===== src/hw/isa_pkg.sv =====
//**************************************************************************
// Instruction set definitions for the four-stage core: data and
// instruction types, field positions inside a 16-bit instruction and the
// opcode values. Referenced by scoped name from the stages and the bench.
//**************************************************************************

package isa_pkg;

    localparam int NUM_REGS = 8;                    // r0 reads as zero

    typedef logic [31:0]                   word_t;     // Register or data value
    typedef logic [15:0]                   inst_t;     // One instruction
    typedef logic [$clog2(NUM_REGS)-1:0]   reg_addr_t; // Register number
    typedef logic [3:0]                    opcode_t;   // Major opcode

    // Field positions
    localparam int OP_MSB   = 15;                   // Opcode in 15:12
    localparam int RD_LSB   = 9;                    // rd in 11:9
    localparam int RS1_LSB  = 6;                    // rs1 in 8:6
    localparam int RS2_LSB  = 3;                    // rs2 in 5:3
    localparam int IMM_BITS = 6;                    // Signed imm in 5:0

    // Opcodes
    localparam opcode_t OP_NOP  = 4'd0;
    localparam opcode_t OP_ADD  = 4'd1;
    localparam opcode_t OP_SUB  = 4'd2;
    localparam opcode_t OP_AND  = 4'd3;
    localparam opcode_t OP_OR   = 4'd4;
    localparam opcode_t OP_XOR  = 4'd5;
    localparam opcode_t OP_ADDI = 4'd6;             // rs1 + imm
    localparam opcode_t OP_SHL  = 4'd7;             // Shift by rs2[4:0]
    localparam opcode_t OP_BEQ  = 4'd8;             // Compares rd with rs1
    localparam opcode_t OP_JMP  = 4'd9;             // Always taken
    localparam opcode_t OP_HALT = 4'd15;            // Stops fetch

    // Opcodes 10 to 14 are unused and behave as NOP

endpackage


===== src/hw/pipe_pkg.sv =====
//**************************************************************************
// Microarchitecture definitions: program counter type, instruction
// memory depth and the fetch state machine encoding.
//**************************************************************************

package pipe_pkg;

    localparam int IMEM_DEPTH = 64;                 // Instruction words

    typedef logic [$clog2(IMEM_DEPTH)-1:0] pc_t;    // Wraps at IMEM_DEPTH

    // Fetch control states
    typedef enum logic [1:0] {
        FETCH_IDLE,                                 // Loading allowed
        FETCH_RUN,                                  // One fetch per cycle
        FETCH_HALTED                                // HALT seen at output
    } fetch_state_t;

endpackage


===== src/hw/stage_ifs.sv =====
//**************************************************************************
// Stage-to-stage bundles. exec_if carries decoded operands into execute,
// wb_if carries results into writeback and is watched by decode for
// forwarding through the monitor modport.
//**************************************************************************
`timescale 1ns/1ps

interface exec_if;
    logic               valid;                      // Slot holds an instruction
    pipe_pkg::pc_t      pc;
    isa_pkg::opcode_t   op;
    isa_pkg::reg_addr_t rd;
    isa_pkg::word_t     opa;                        // rs1 value, rd value for BEQ
    isa_pkg::word_t     opb;                        // rs2 value, rs1 value for BEQ
    isa_pkg::word_t     imm;                        // Sign extended

    modport src (output valid, pc, op, rd, opa, opb, imm);
    modport dst (input  valid, pc, op, rd, opa, opb, imm);
endinterface

interface wb_if;
    logic               valid;
    pipe_pkg::pc_t      pc;
    logic               wen;                        // Low for r0, branches, NOP
    isa_pkg::reg_addr_t rd;
    isa_pkg::word_t     result;                     // Opcode value marks HALT

    modport src     (output valid, pc, wen, rd, result);
    modport dst     (input  valid, pc, wen, rd, result);
    modport monitor (input  valid, pc, wen, rd, result);
endinterface


===== src/hw/fetch.sv =====
//**************************************************************************
// Fetch stage. Holds the instruction memory, written through the load
// port while idle. A start pulse begins fetching at address 0; one
// instruction per cycle is registered to decode until HALT shows up at
// the output. A redirect from execute reloads the pc and drops a slot.
//**************************************************************************
`timescale 1ns/1ps

module fetch (
    input  logic             clk,
    input  logic             rst,
    input  logic             load_en,
    input  pipe_pkg::pc_t    load_addr,
    input  isa_pkg::inst_t   load_inst,
    input  logic             start,
    input  logic             redirect,
    input  pipe_pkg::pc_t    target,
    output logic             f_valid,
    output pipe_pkg::pc_t    f_pc,
    output isa_pkg::inst_t   f_inst
);
    pipe_pkg::fetch_state_t state;
    pipe_pkg::pc_t          pc;                     // Next address to read
    isa_pkg::inst_t         imem [pipe_pkg::IMEM_DEPTH];
    logic                   halt_out;               // HALT sits at the output

    always_ff @(posedge clk) begin
        if (load_en && state == pipe_pkg::FETCH_IDLE) begin
            imem[load_addr] <= load_inst;           // Loader owns memory while idle
        end
    end

    assign halt_out = f_valid &&
        (f_inst[isa_pkg::OP_MSB -: $bits(isa_pkg::opcode_t)] == isa_pkg::OP_HALT);

    always_ff @(posedge clk) begin
        if (rst) begin
            state   <= pipe_pkg::FETCH_IDLE;
            pc      <= '0;
            f_valid <= 1'b0;
        end else begin
            f_valid <= 1'b0;                        // Bubble unless fetched below
            case (state)
                pipe_pkg::FETCH_IDLE: begin
                    if (start) begin
                        state <= pipe_pkg::FETCH_RUN;
                        pc    <= '0;
                    end
                end
                pipe_pkg::FETCH_RUN: begin
                    if (redirect) begin
                        pc <= target;               // Younger slot discarded
                    end else if (halt_out) begin
                        state <= pipe_pkg::FETCH_HALTED;
                    end else begin
                        f_valid <= 1'b1;
                        pc      <= pc + pipe_pkg::pc_t'(1);
                    end
                end
                default: ;                          // Halted until reset
            endcase
        end
    end

    always_ff @(posedge clk) begin
        f_pc   <= pc;                               // Qualified by f_valid
        f_inst <= imem[pc];
    end

endmodule


===== src/hw/decode.sv =====
//**************************************************************************
// Decode stage. Splits the instruction into fields, reads two register
// ports and picks each operand from the execute bypass, the writeback
// bundle or the register file, in that order. BEQ reads rd and rs1.
// A redirect from execute kills the slot being decoded.
//**************************************************************************
`timescale 1ns/1ps

module decode (
    input  logic               clk,
    input  logic               rst,
    input  logic               f_valid,
    input  pipe_pkg::pc_t      f_pc,
    input  isa_pkg::inst_t     f_inst,
    input  logic               redirect,
    input  logic               ex_bypass_en,
    input  isa_pkg::reg_addr_t ex_bypass_rd,
    input  isa_pkg::word_t     ex_bypass_data,
    input  isa_pkg::word_t     rdata_a,
    input  isa_pkg::word_t     rdata_b,
    wb_if.monitor              wb,
    output isa_pkg::reg_addr_t raddr_a,
    output isa_pkg::reg_addr_t raddr_b,
    exec_if.src                ex
);
    isa_pkg::opcode_t   op;
    isa_pkg::reg_addr_t rd;
    isa_pkg::reg_addr_t rs1;
    isa_pkg::reg_addr_t rs2;
    isa_pkg::word_t     imm;
    logic               is_beq;

    // Field extraction
    assign op  = f_inst[isa_pkg::OP_MSB -: $bits(isa_pkg::opcode_t)];
    assign rd  = f_inst[isa_pkg::RD_LSB +: $bits(isa_pkg::reg_addr_t)];
    assign rs1 = f_inst[isa_pkg::RS1_LSB +: $bits(isa_pkg::reg_addr_t)];
    assign rs2 = f_inst[isa_pkg::RS2_LSB +: $bits(isa_pkg::reg_addr_t)];
    assign imm = isa_pkg::word_t'($signed(f_inst[isa_pkg::IMM_BITS-1:0])); // Sign extend

    assign is_beq  = (op == isa_pkg::OP_BEQ);
    assign raddr_a = is_beq ? rd  : rs1;            // BEQ compares rd with rs1
    assign raddr_b = is_beq ? rs1 : rs2;

    // Newest producer wins
    function automatic isa_pkg::word_t operand(input isa_pkg::reg_addr_t addr,
                                               input isa_pkg::word_t     rf_data);
        if (addr == '0) begin
            return '0;                              // r0 is hardwired
        end
        if (ex_bypass_en && ex_bypass_rd == addr) begin
            return ex_bypass_data;                  // Distance 1
        end
        if (wb.valid && wb.wen && wb.rd == addr) begin
            return wb.result;                       // Distance 2, not yet written
        end
        return rf_data;
    endfunction

    always_ff @(posedge clk) begin
        if (rst) begin
            ex.valid <= 1'b0;
        end else begin
            ex.valid <= f_valid && !redirect;       // Flush on taken branch
        end
    end

    always_ff @(posedge clk) begin
        ex.pc  <= f_pc;
        ex.op  <= op;
        ex.rd  <= rd;
        ex.opa <= operand(raddr_a, rdata_a);
        ex.opb <= operand(raddr_b, rdata_b);
        ex.imm <= imm;
    end

endmodule


===== src/hw/execute.sv =====
//**************************************************************************
// Execute stage. Computes the ALU result, resolves BEQ and JMP and
// raises redirect with the target for a taken one. The result is
// offered to decode as a bypass in the same cycle and registered into
// the writeback bundle. HALT is passed on as wen low, result = opcode.
//**************************************************************************
`timescale 1ns/1ps

module execute (
    input  logic               clk,
    input  logic               rst,
    exec_if.dst                ex,
    output logic               redirect,
    output pipe_pkg::pc_t      target,
    output logic               ex_bypass_en,
    output isa_pkg::reg_addr_t ex_bypass_rd,
    output isa_pkg::word_t     ex_bypass_data,
    wb_if.src                  wb
);
    isa_pkg::word_t result;
    logic           wen;                            // Writes a register

    always_comb begin
        result = '0;
        wen    = 1'b1;
        case (ex.op)
            isa_pkg::OP_ADD:  result = ex.opa + ex.opb;
            isa_pkg::OP_SUB:  result = ex.opa - ex.opb;
            isa_pkg::OP_AND:  result = ex.opa & ex.opb;
            isa_pkg::OP_OR:   result = ex.opa | ex.opb;
            isa_pkg::OP_XOR:  result = ex.opa ^ ex.opb;
            isa_pkg::OP_ADDI: result = ex.opa + ex.imm;
            isa_pkg::OP_SHL:  result = ex.opa << ex.opb[4:0];
            isa_pkg::OP_HALT: begin
                result = isa_pkg::word_t'(isa_pkg::OP_HALT); // Marker for writeback
                wen    = 1'b0;
            end
            isa_pkg::OP_NOP, isa_pkg::OP_BEQ, isa_pkg::OP_JMP: wen = 1'b0;
            default: wen = 1'b0;                    // Unused opcodes retire as NOP
        endcase
        if (ex.rd == '0 && wen) begin
            wen    = 1'b0;                          // r0 writes dropped
            result = '0;                            // Keeps the HALT marker unique
        end
    end

    // Branch resolution
    assign redirect = ex.valid && ((ex.op == isa_pkg::OP_JMP) ||
                      (ex.op == isa_pkg::OP_BEQ && ex.opa == ex.opb));
    assign target   = ex.pc + pipe_pkg::pc_t'(1) + ex.imm[$bits(pipe_pkg::pc_t)-1:0];

    assign ex_bypass_en   = ex.valid && wen;
    assign ex_bypass_rd   = ex.rd;
    assign ex_bypass_data = result;

    always_ff @(posedge clk) begin
        if (rst) begin
            wb.valid <= 1'b0;
        end else begin
            wb.valid <= ex.valid;                   // Branch itself still retires
        end
    end

    always_ff @(posedge clk) begin
        wb.pc     <= ex.pc;
        wb.wen    <= wen;
        wb.rd     <= ex.rd;
        wb.result <= result;
    end

endmodule


===== src/hw/writeback.sv =====
//**************************************************************************
// Writeback stage. Holds the register file with two combinational read
// ports for decode, writes results, reports every valid entry on the
// retire port one cycle later and latches halted when HALT retires.
//**************************************************************************
`timescale 1ns/1ps

module writeback (
    input  logic               clk,
    input  logic               rst,
    wb_if.dst                  wb,
    input  isa_pkg::reg_addr_t raddr_a,
    input  isa_pkg::reg_addr_t raddr_b,
    output isa_pkg::word_t     rdata_a,
    output isa_pkg::word_t     rdata_b,
    output logic               retire_valid,
    output pipe_pkg::pc_t      retire_pc,
    output logic               retire_wen,
    output isa_pkg::reg_addr_t retire_rd,
    output isa_pkg::word_t     retire_data,
    output logic               halted
);
    isa_pkg::word_t regs [isa_pkg::NUM_REGS];
    logic           is_halt;                        // HALT marker in this slot

    always_ff @(posedge clk) begin
        if (rst) begin
            for (int i = 0; i < isa_pkg::NUM_REGS; i++) begin
                regs[i] <= '0;                      // Core starts from a clean file
            end
        end else if (wb.valid && wb.wen) begin
            regs[wb.rd] <= wb.result;
        end
    end

    assign rdata_a = regs[raddr_a];
    assign rdata_b = regs[raddr_b];

    assign is_halt = wb.valid && !wb.wen &&
                     (wb.result == isa_pkg::word_t'(isa_pkg::OP_HALT));

    always_ff @(posedge clk) begin
        if (rst) begin
            retire_valid <= 1'b0;
            halted       <= 1'b0;
        end else begin
            retire_valid <= wb.valid;
            if (is_halt) begin
                halted <= 1'b1;                     // Sticky until reset
            end
        end
    end

    always_ff @(posedge clk) begin
        retire_pc   <= wb.pc;
        retire_wen  <= wb.wen;
        retire_rd   <= wb.rd;
        retire_data <= wb.result;
    end

endmodule


===== src/hw/cpu.sv =====
//**************************************************************************
// Core top level. Wires fetch, decode, execute and writeback together;
// the stage bundles travel in exec_if and wb_if. Load the program while
// idle, pulse start, then watch the retire port until halted rises.
//**************************************************************************
`timescale 1ns/1ps

module cpu (
    input  logic               clk,
    input  logic               rst,
    input  logic               load_en,
    input  pipe_pkg::pc_t      load_addr,
    input  isa_pkg::inst_t     load_inst,
    input  logic               start,
    output logic               retire_valid,
    output pipe_pkg::pc_t      retire_pc,
    output logic               retire_wen,
    output isa_pkg::reg_addr_t retire_rd,
    output isa_pkg::word_t     retire_data,
    output logic               halted
);
    logic               f_valid;                    // Fetch to decode
    pipe_pkg::pc_t      f_pc;
    isa_pkg::inst_t     f_inst;
    logic               redirect;                   // Taken branch from execute
    pipe_pkg::pc_t      target;
    logic               ex_bypass_en;
    isa_pkg::reg_addr_t ex_bypass_rd;
    isa_pkg::word_t     ex_bypass_data;
    isa_pkg::reg_addr_t raddr_a;                    // Register file read ports
    isa_pkg::reg_addr_t raddr_b;
    isa_pkg::word_t     rdata_a;
    isa_pkg::word_t     rdata_b;

    exec_if ex_bus ();
    wb_if   wb_bus ();

    fetch fetch_inst (.clk, .rst, .load_en, .load_addr, .load_inst, .start,
                      .redirect, .target, .f_valid, .f_pc, .f_inst);

    decode decode_inst (.clk, .rst, .f_valid, .f_pc, .f_inst, .redirect,
                        .ex_bypass_en, .ex_bypass_rd, .ex_bypass_data,
                        .rdata_a, .rdata_b, .wb(wb_bus), .raddr_a, .raddr_b,
                        .ex(ex_bus));

    execute execute_inst (.clk, .rst, .ex(ex_bus), .redirect, .target,
                          .ex_bypass_en, .ex_bypass_rd, .ex_bypass_data,
                          .wb(wb_bus));

    writeback writeback_inst (.clk, .rst, .wb(wb_bus), .raddr_a, .raddr_b,
                              .rdata_a, .rdata_b, .retire_valid, .retire_pc,
                              .retire_wen, .retire_rd, .retire_data, .halted);

endmodule


===== config.mk =====
export PLATFORM = sky130hd
export DESIGN_NAME = cpu
export DESIGN_NICKNAME = d
export VERILOG_FILES = /design/src/hw/isa_pkg.sv /design/src/hw/pipe_pkg.sv /design/src/hw/stage_ifs.sv /design/src/hw/fetch.sv /design/src/hw/decode.sv /design/src/hw/execute.sv /design/src/hw/writeback.sv /design/src/hw/cpu.sv
export SDC_FILE = /design/constraint.sdc
export NUM_CORES = 2
export LEC_CHECK = 0
export BUFFER_PORTS_ARGS = -buffer_cell sky130_fd_sc_hd__buf_4
export CAP_MARGIN = 20
export CORE_ASPECT_RATIO = 0.6
export CORE_MARGIN = 5
export CORE_UTILIZATION = 40
export DETAILED_ROUTE_END_ITERATION = 10
export PLACE_DENSITY = 0.61
export SYNTH_ARGS = -nofsm -noshare
export SYNTH_HDL_FRONTEND = slang
export SYNTH_SLANG_ARGS = --single-unit

===== constraint.sdc =====
create_clock -name clk -period 11.7 [get_ports clk]
set_clock_uncertainty 0.05 [all_clocks]
set_input_delay 2.34 -clock clk [delete_from_list [all_inputs] [get_ports clk]]
set_output_delay 2.34 -clock clk [all_outputs]
set_load 0.02 [all_outputs]

### After elaboration in Yosys (flattened, before gate mapping)

Memories as Yosys holds them, arrays and structs flattened. A register that Yosys moved wholly into a read port is not among the register bits.
Index checks and enable logic that the tools add are counted.

* memories kept: 2
* bits in writable memories: 1280
* flip-flop bits (word level): 186
* output and inout port bits: 44
* bits in latches: 0
* word-level logic and storage cells: 134
* ROM bits: 0

Memory list
* fetch_inst.imem: depth 64, bits a word 16, read ports 1, clocked after Yosys merged registers in 1, write ports 1, line fetch.sv:24 `isa_pkg::inst_t imem [pipe_pkg::IMEM_DEPTH];`
* writeback_inst.regs: depth 8, bits a word 32, read ports 2, clocked after Yosys merged registers in 0, write ports 8, line writeback.sv:23 `isa_pkg::word_t regs [isa_pkg::NUM_REGS];`

* multipliers: 0
* reductions and logical operators: 27
* $add $sub $neg: 6
* divide/modulo/power cells: 0
* bitwise gates (word level): 4
* order comparisons: 0
* shifts and indexed selects: 1
* equality and inequality tests: 23
* multiplexer cells: 49

Operators with widths (number)
* 32-bit two-way mux: 14
* 32-bit one-hot mux with 8 select lines: 1
* 32-bit adder: 2
* 32-bit bitwise AND: 1
* 32-bit == test: 1
* 32-bit by 4-bit == test with 1-bit output (second input constant): 1
* 32-bit OR: 1
* 32-bit OR reduction: 1
* 32-bit by 5-bit left shift with 32-bit output: 1
* 32-bit subtractor: 1
* 32-bit XOR: 1
* 1-bit two-way mux: 23
* 4-bit == test (second input constant): 5
* 6-bit two-way mux: 3
* 4-bit by 3-bit == test with 1-bit output (second input constant): 4
* 1-bit logical AND: 14
* 6-bit by 1-bit adder with 6-bit output (second input constant): 2
* 3-bit == test: 4
* 6-bit one-hot mux with 2 select lines: 1
* 3-bit zero test: 3
* 3-bit two-way mux: 3
* 4-bit by 2-bit == test with 1-bit output (second input constant): 2
* 7-bit OR reduction: 1
* 6-bit adder: 1
* 15 further kinds: 19

### Logic depth before layout (Yosys ltp)

* depth in word-level cells: 14
* depth in mapped cells: 16

### By module

From an unflattened synthesis, not the netlist that was laid out.

* cell total of the unflattened synthesis: 4413
* area, all modules: 67861.3 µm²

By module, submodules not included
* fetch: sequential area each 31370.1 µm², cells each 1956, area an instance 40580.2 µm², instances 1
* writeback: sequential area each 8568.2 µm², cells each 846, area an instance 14636.5 µm², instances 1
* execute: sequential area each 860.8 µm², cells each 1227, area an instance 8961.1 µm², instances 1
* decode: sequential area each 1681.6 µm², cells each 384, area an instance 3683.5 µm², instances 1

### Worst setup path before layout

OpenSTA, ideal clock, no wires.

* path kind: input to register
* start point: input load_addr[5]
* end point: memory fetch_inst.imem[32][0] in the netlist's numbering (enable)
* path slack: 7.401 ns
* library setup time: 0.388 ns
* stages: 4
* data arrival time: 3.861 ns
* cells stage by stage: clkbuf_1 -> or3b_2 -> clkbuf_1 -> nor2_1

RTL lines
* from (decl): line cpu.sv:12 `input pipe_pkg::pc_t load_addr,`
* to (decl): line fetch.sv:24

Straight into the memory's write port.

### Final worst setup path

* start point: register decode_inst.ex.op[1]
* end point: register decode_inst.ex.opb[28]

* longest elaborated chain between the ends: 12
* elaborated cells between the ends (all ways): 23
* classes of those cells: eq/ne (8); mux (11); reduce/logical (4)

Ends and longest elaborated chain
* from (decl): line stage_ifs.sv:17 `modport src (output valid, pc, op, rd, opa, opb, imm);`
* 4-bit by 1-bit == test with 1-bit output (tied with other cells): line execute.sv:26 `case (ex.op)`
* 7-bit OR reduction (no source line)
* 1-bit two-way mux: line execute.sv:26
* 1-bit logical AND: line execute.sv:41 `if (ex.rd == '0 && wen) begin`
* 1-bit two-way mux: line execute.sv:41
* 1-bit logical AND: line execute.sv:52 `assign ex_bypass_en = ex.valid && wen;`
* 1-bit logical AND: line decode.sv:50 `if (ex_bypass_en && ex_bypass_rd == addr) begin`
* 32-bit two-way mux: line decode.sv:50
* 32-bit two-way mux: line decode.sv:53 `if (wb.valid && wb.wen && wb.rd == addr) begin`
* 32-bit two-way mux: line decode.sv:56 `return rf_data;`
* 32-bit two-way mux *: line decode.sv:53
* 32-bit two-way mux *: line decode.sv:50
* to (signal assigned): line decode.sv:72 `ex.opb <= operand(raddr_b, rdata_b);`
* to (decl): line stage_ifs.sv:17

Every way passes the cells marked *; elsewhere a longest branch is shown, timed or not. The select of a mux whose other input is x is not followed.
A chain may end at the register's enable or synchronous reset.

==> metrics.csv <==
stage,metric,value,unit
synthesis,yosys_warnings,0,
cells_and_area,drive_gt1_share,22.0,%
global_routing,antenna_found_initial,25,
power,power_density,160,nW/µm²
synthesis,synth_edf_count,1280,
clocking,htree_levels,4,
floorplan,die_w,538,µm
placement,gp_congestion,0.996,
placement,dpl-instance-area,69900,µm²
synthesis,synth_top_cell_by_area,edfxtp_1,
clocking,cts_made_buffers,143,
floorplan,fp-row-count,116,
min_path,hold_class,flip-flop to flip-flop,
min_path,hold_path.startpoint,fetch_inst.f_pc[0],
placement,dp_hpwl,144000,µm
min_path,holdPathEnd,decode_inst.ex.pc[0],
critical_path,r2r_slack,5.56,ns
synthesis,syn-cell-area,66800,µm²
cells_and_area,mostFrequentLayoutCells,"edfxtp_1 (1,280), mux4_2 (469), and2_1 (256)",
timing,setup_viol_count_final,0,
clocking,cts_tree,done,
global_routing,grt_pass1_wl,298000,µm
floorplan,start_util,40.1,%
synthesis,ys.flop_type,edfxtp_1,
timing,tightest_slew,1.34,ns
flow_run,drv_cap,0,
power,p_leak,24.4,nW
timing,hold_violations,0,
global_routing,overflow,0,
synthesis,synthCells,4207,
timing,max_freq,163,MHz
routing,wl,212000,µm
synthesis,async_reset_ff_share,0,%
clocking,cts_resized,0,
floorplan,die-area,176000,µm²
synthesis,yosysSeqAreaShare,63.6,%
timing,rsz0062_at_grt,false,
timing,holdWs,0.276,ns
critical_path,r2r-end,decode_inst.ex.opb[28],
routing,dr.first_iter.drc_count,6139,
clocking,clock_latency,0.81,ns
critical_path,required,12.28,ns
clocking,cts.path.max_buffers,3,
clocking,clock_tree.root_cell,clkbuf_16,
synthesis,synth_nets,4376,
critical_path,crit_arrival,6.72,ns
critical_path,crit_type,flip-flop to flip-flop,
floorplan,ios,70,
floorplan,coreArea,166000,µm²
critical_path,r2r_start,decode_inst.ex.op[1],
clocking,cts_sinks,1482,
global_routing,grt_pass1_vias,37900,
clocking,path_clk_slew,0.06,ns
min_path,whs_path_depth,0,
routing,route.detailed.drc,0,
timing,slew-limit-headroom,10.8,%
timing,slew_violations,0,
critical_path,start_kind,flip-flop,
cells_and_area,syn_to_final_growth,11.8,%
critical_path,end_kind,flip-flop,
critical_path,crit_fanout,38,
routing,vias,40200,
synthesis,ys_ff_latch,1482,
timing,tns,0,ns
routing,wl_per_cell,32.2,µm
floorplan,die_y,327,µm
clocking,cts_hold_buf,0,
synthesis,synth.distinct_cells,90,
global_routing,track_usage,23.8,%
power,ir_drop,0.108,mV
timing,finalCriticalPeriod,6.14,ns
global_routing,grt_max_degree,130,
cells_and_area,layout.nets,4391,
cells_and_area,final_common_cell,edfxtp_1,
synthesis,synth_top_area_share,57.5,%
timing,fin_crit_sh,52.5,%
synthesis,synth.area.top_cells,"edfxtp_1 (58%), mux4_2 (16%), dfxtp_1 (6.1%)",
synthesis,syn_avg_cell_area,15.9,µm²
clocking,cts_setup_buffers,0,
cells_and_area,stdcell_area,74700,µm²
routing,first_pass_iters,6,
routing,via_per_inst,6.10,
routing,antenna_left,0,
placement,portBuffers,69,
outcome,status,completed,
critical_path,r2r_cells,14,
-- worst max-delay path by stage --
stage	start	end	slack, ns	cells after the start
detailed placement	decode_inst.ex.op[1]	decode_inst.ex.opa[28]	5.85	14
global placement	decode_inst.ex.op[1]	decode_inst.ex.opb[28]	5.98	15
floorplan	load_addr[5]	fetch_inst.imem[32][0]	7.40	4
CTS	decode_inst.ex.op[1]	decode_inst.ex.opa[28]	5.81	14
finish	decode_inst.ex.op[1]	decode_inst.ex.opb[28]	5.56	14
global route	decode_inst.ex.op[1]	decode_inst.ex.opa[28]	5.22	14
-- cell families (layout without fill, tap and decap cells) --
logic type,after synthesis,count (layout),synth area share (%)
xor gates and xnor gates,51,51,0.668
DFF,1482,1482,63.6
and+or+nand+nor,965,965,7.39
adders and majority gates,143,143,2.71
buffers and inverters,387,520,2.37
muxes,566,566,17.3
other,0,12,0
AOI/OAI and AO/OA,613,613,5.98
-- routing by layer --
metal / part of all wire, % / vias to the layer above / global-route usage (%)
met3: 14 / 217 / 9.82
met5: 0.019 / - / 0
met4: 1.3 / 6 / 3.72
li1: - / 16600 / -
met2: 38 / 2327 / 29.1
met1: 47 / 21000 / 39.1
-- where the power goes --
part / total (mW) / internal, mW / switching, mW
Sequential: 5.96 / 5.82 / 0.138
Clock: 4.70 / 2.58 / 2.12
Combinational: 1.30 / 0.437 / 0.862
Total: 12.0 / 8.84 / 3.12
-- through the flow --
stage | worst slack [ns] | cells | power, mW | util [%]
finish | 5.56 | 6594 | 12.0 | 44.9
global route | 5.22 | 6584 | 12.3 | 44.9
CTS | 5.81 | 6579 | 12.0 | 44.8
detailed placement | 5.85 | 6316 | 7.32 | 42.0
global placement | 5.98 | 6314 | 7.32 | 42.0
floorplan | 7.40 | 4207 | 6.76 | -
-- synth_stat cells (48+ instances only) --
library cell	n
buf_2	62
mux4_2	469
nor3_1	52
nand3_1	48
nand2_1	232
ha_1	140
edfxtp_1	1280
inv_1	110
clkbuf_1	188
and2_1	256
o21ai_0	129
dfxtp_1	202
nor2_1	216
a21oi_1	162
mux2i_1	79
-- worst max-delay path, cell delays in order (launching register included) --
cell and delay [ns]:
dfxtp_1 0.79, nand2_1 0.20, nor3_2 0.16, buf_4 0.44
nand2_1 0.79, o21ai_0 0.39, ha_1 0.34, a21oi_1 0.34
o21ai_0 0.18, a221oi_1 0.34, o31ai_1 0.24, a221oi_1 0.53
or4_1 0.19, nor4bb_1 0.71, o22ai_1 0.20
-- registers in the layout (all words and copies together), names as in the netlist, 2 cells and up --
name,flops
fetch_inst.f_inst,16
fetch_inst.imem,1024
writeback_inst.retire_rd,3
decode_inst.ex.imm,6
decode_inst.ex.opa,32
writeback_inst.retire_pc,6
fetch_inst.state,2
decode_inst.ex.pc,6
fetch_inst.f_pc,6
decode_inst.ex.opb,32
execute_inst.wb.result,32
execute_inst.wb.rd,3
decode_inst.ex.rd,3
execute_inst.wb.pc,6
writeback_inst.regs,256
fetch_inst.pc,6
writeback_inst.retire_data,32
decode_inst.ex.op,4
-- final cells by class --
class	instances	area (µm²)
Clock buffer	181	3820
Fill cell	14500	91800
Timing Repair Buffer	143	1150
Sequential cell	1482	42500
Clock inverter	82	918
Multi-Input combinational cell	2338	23100
Inverter	114	428
Tap cell	2242	2810
Antenna cell	12	30.0
Power figures use the tool's default switching activity.
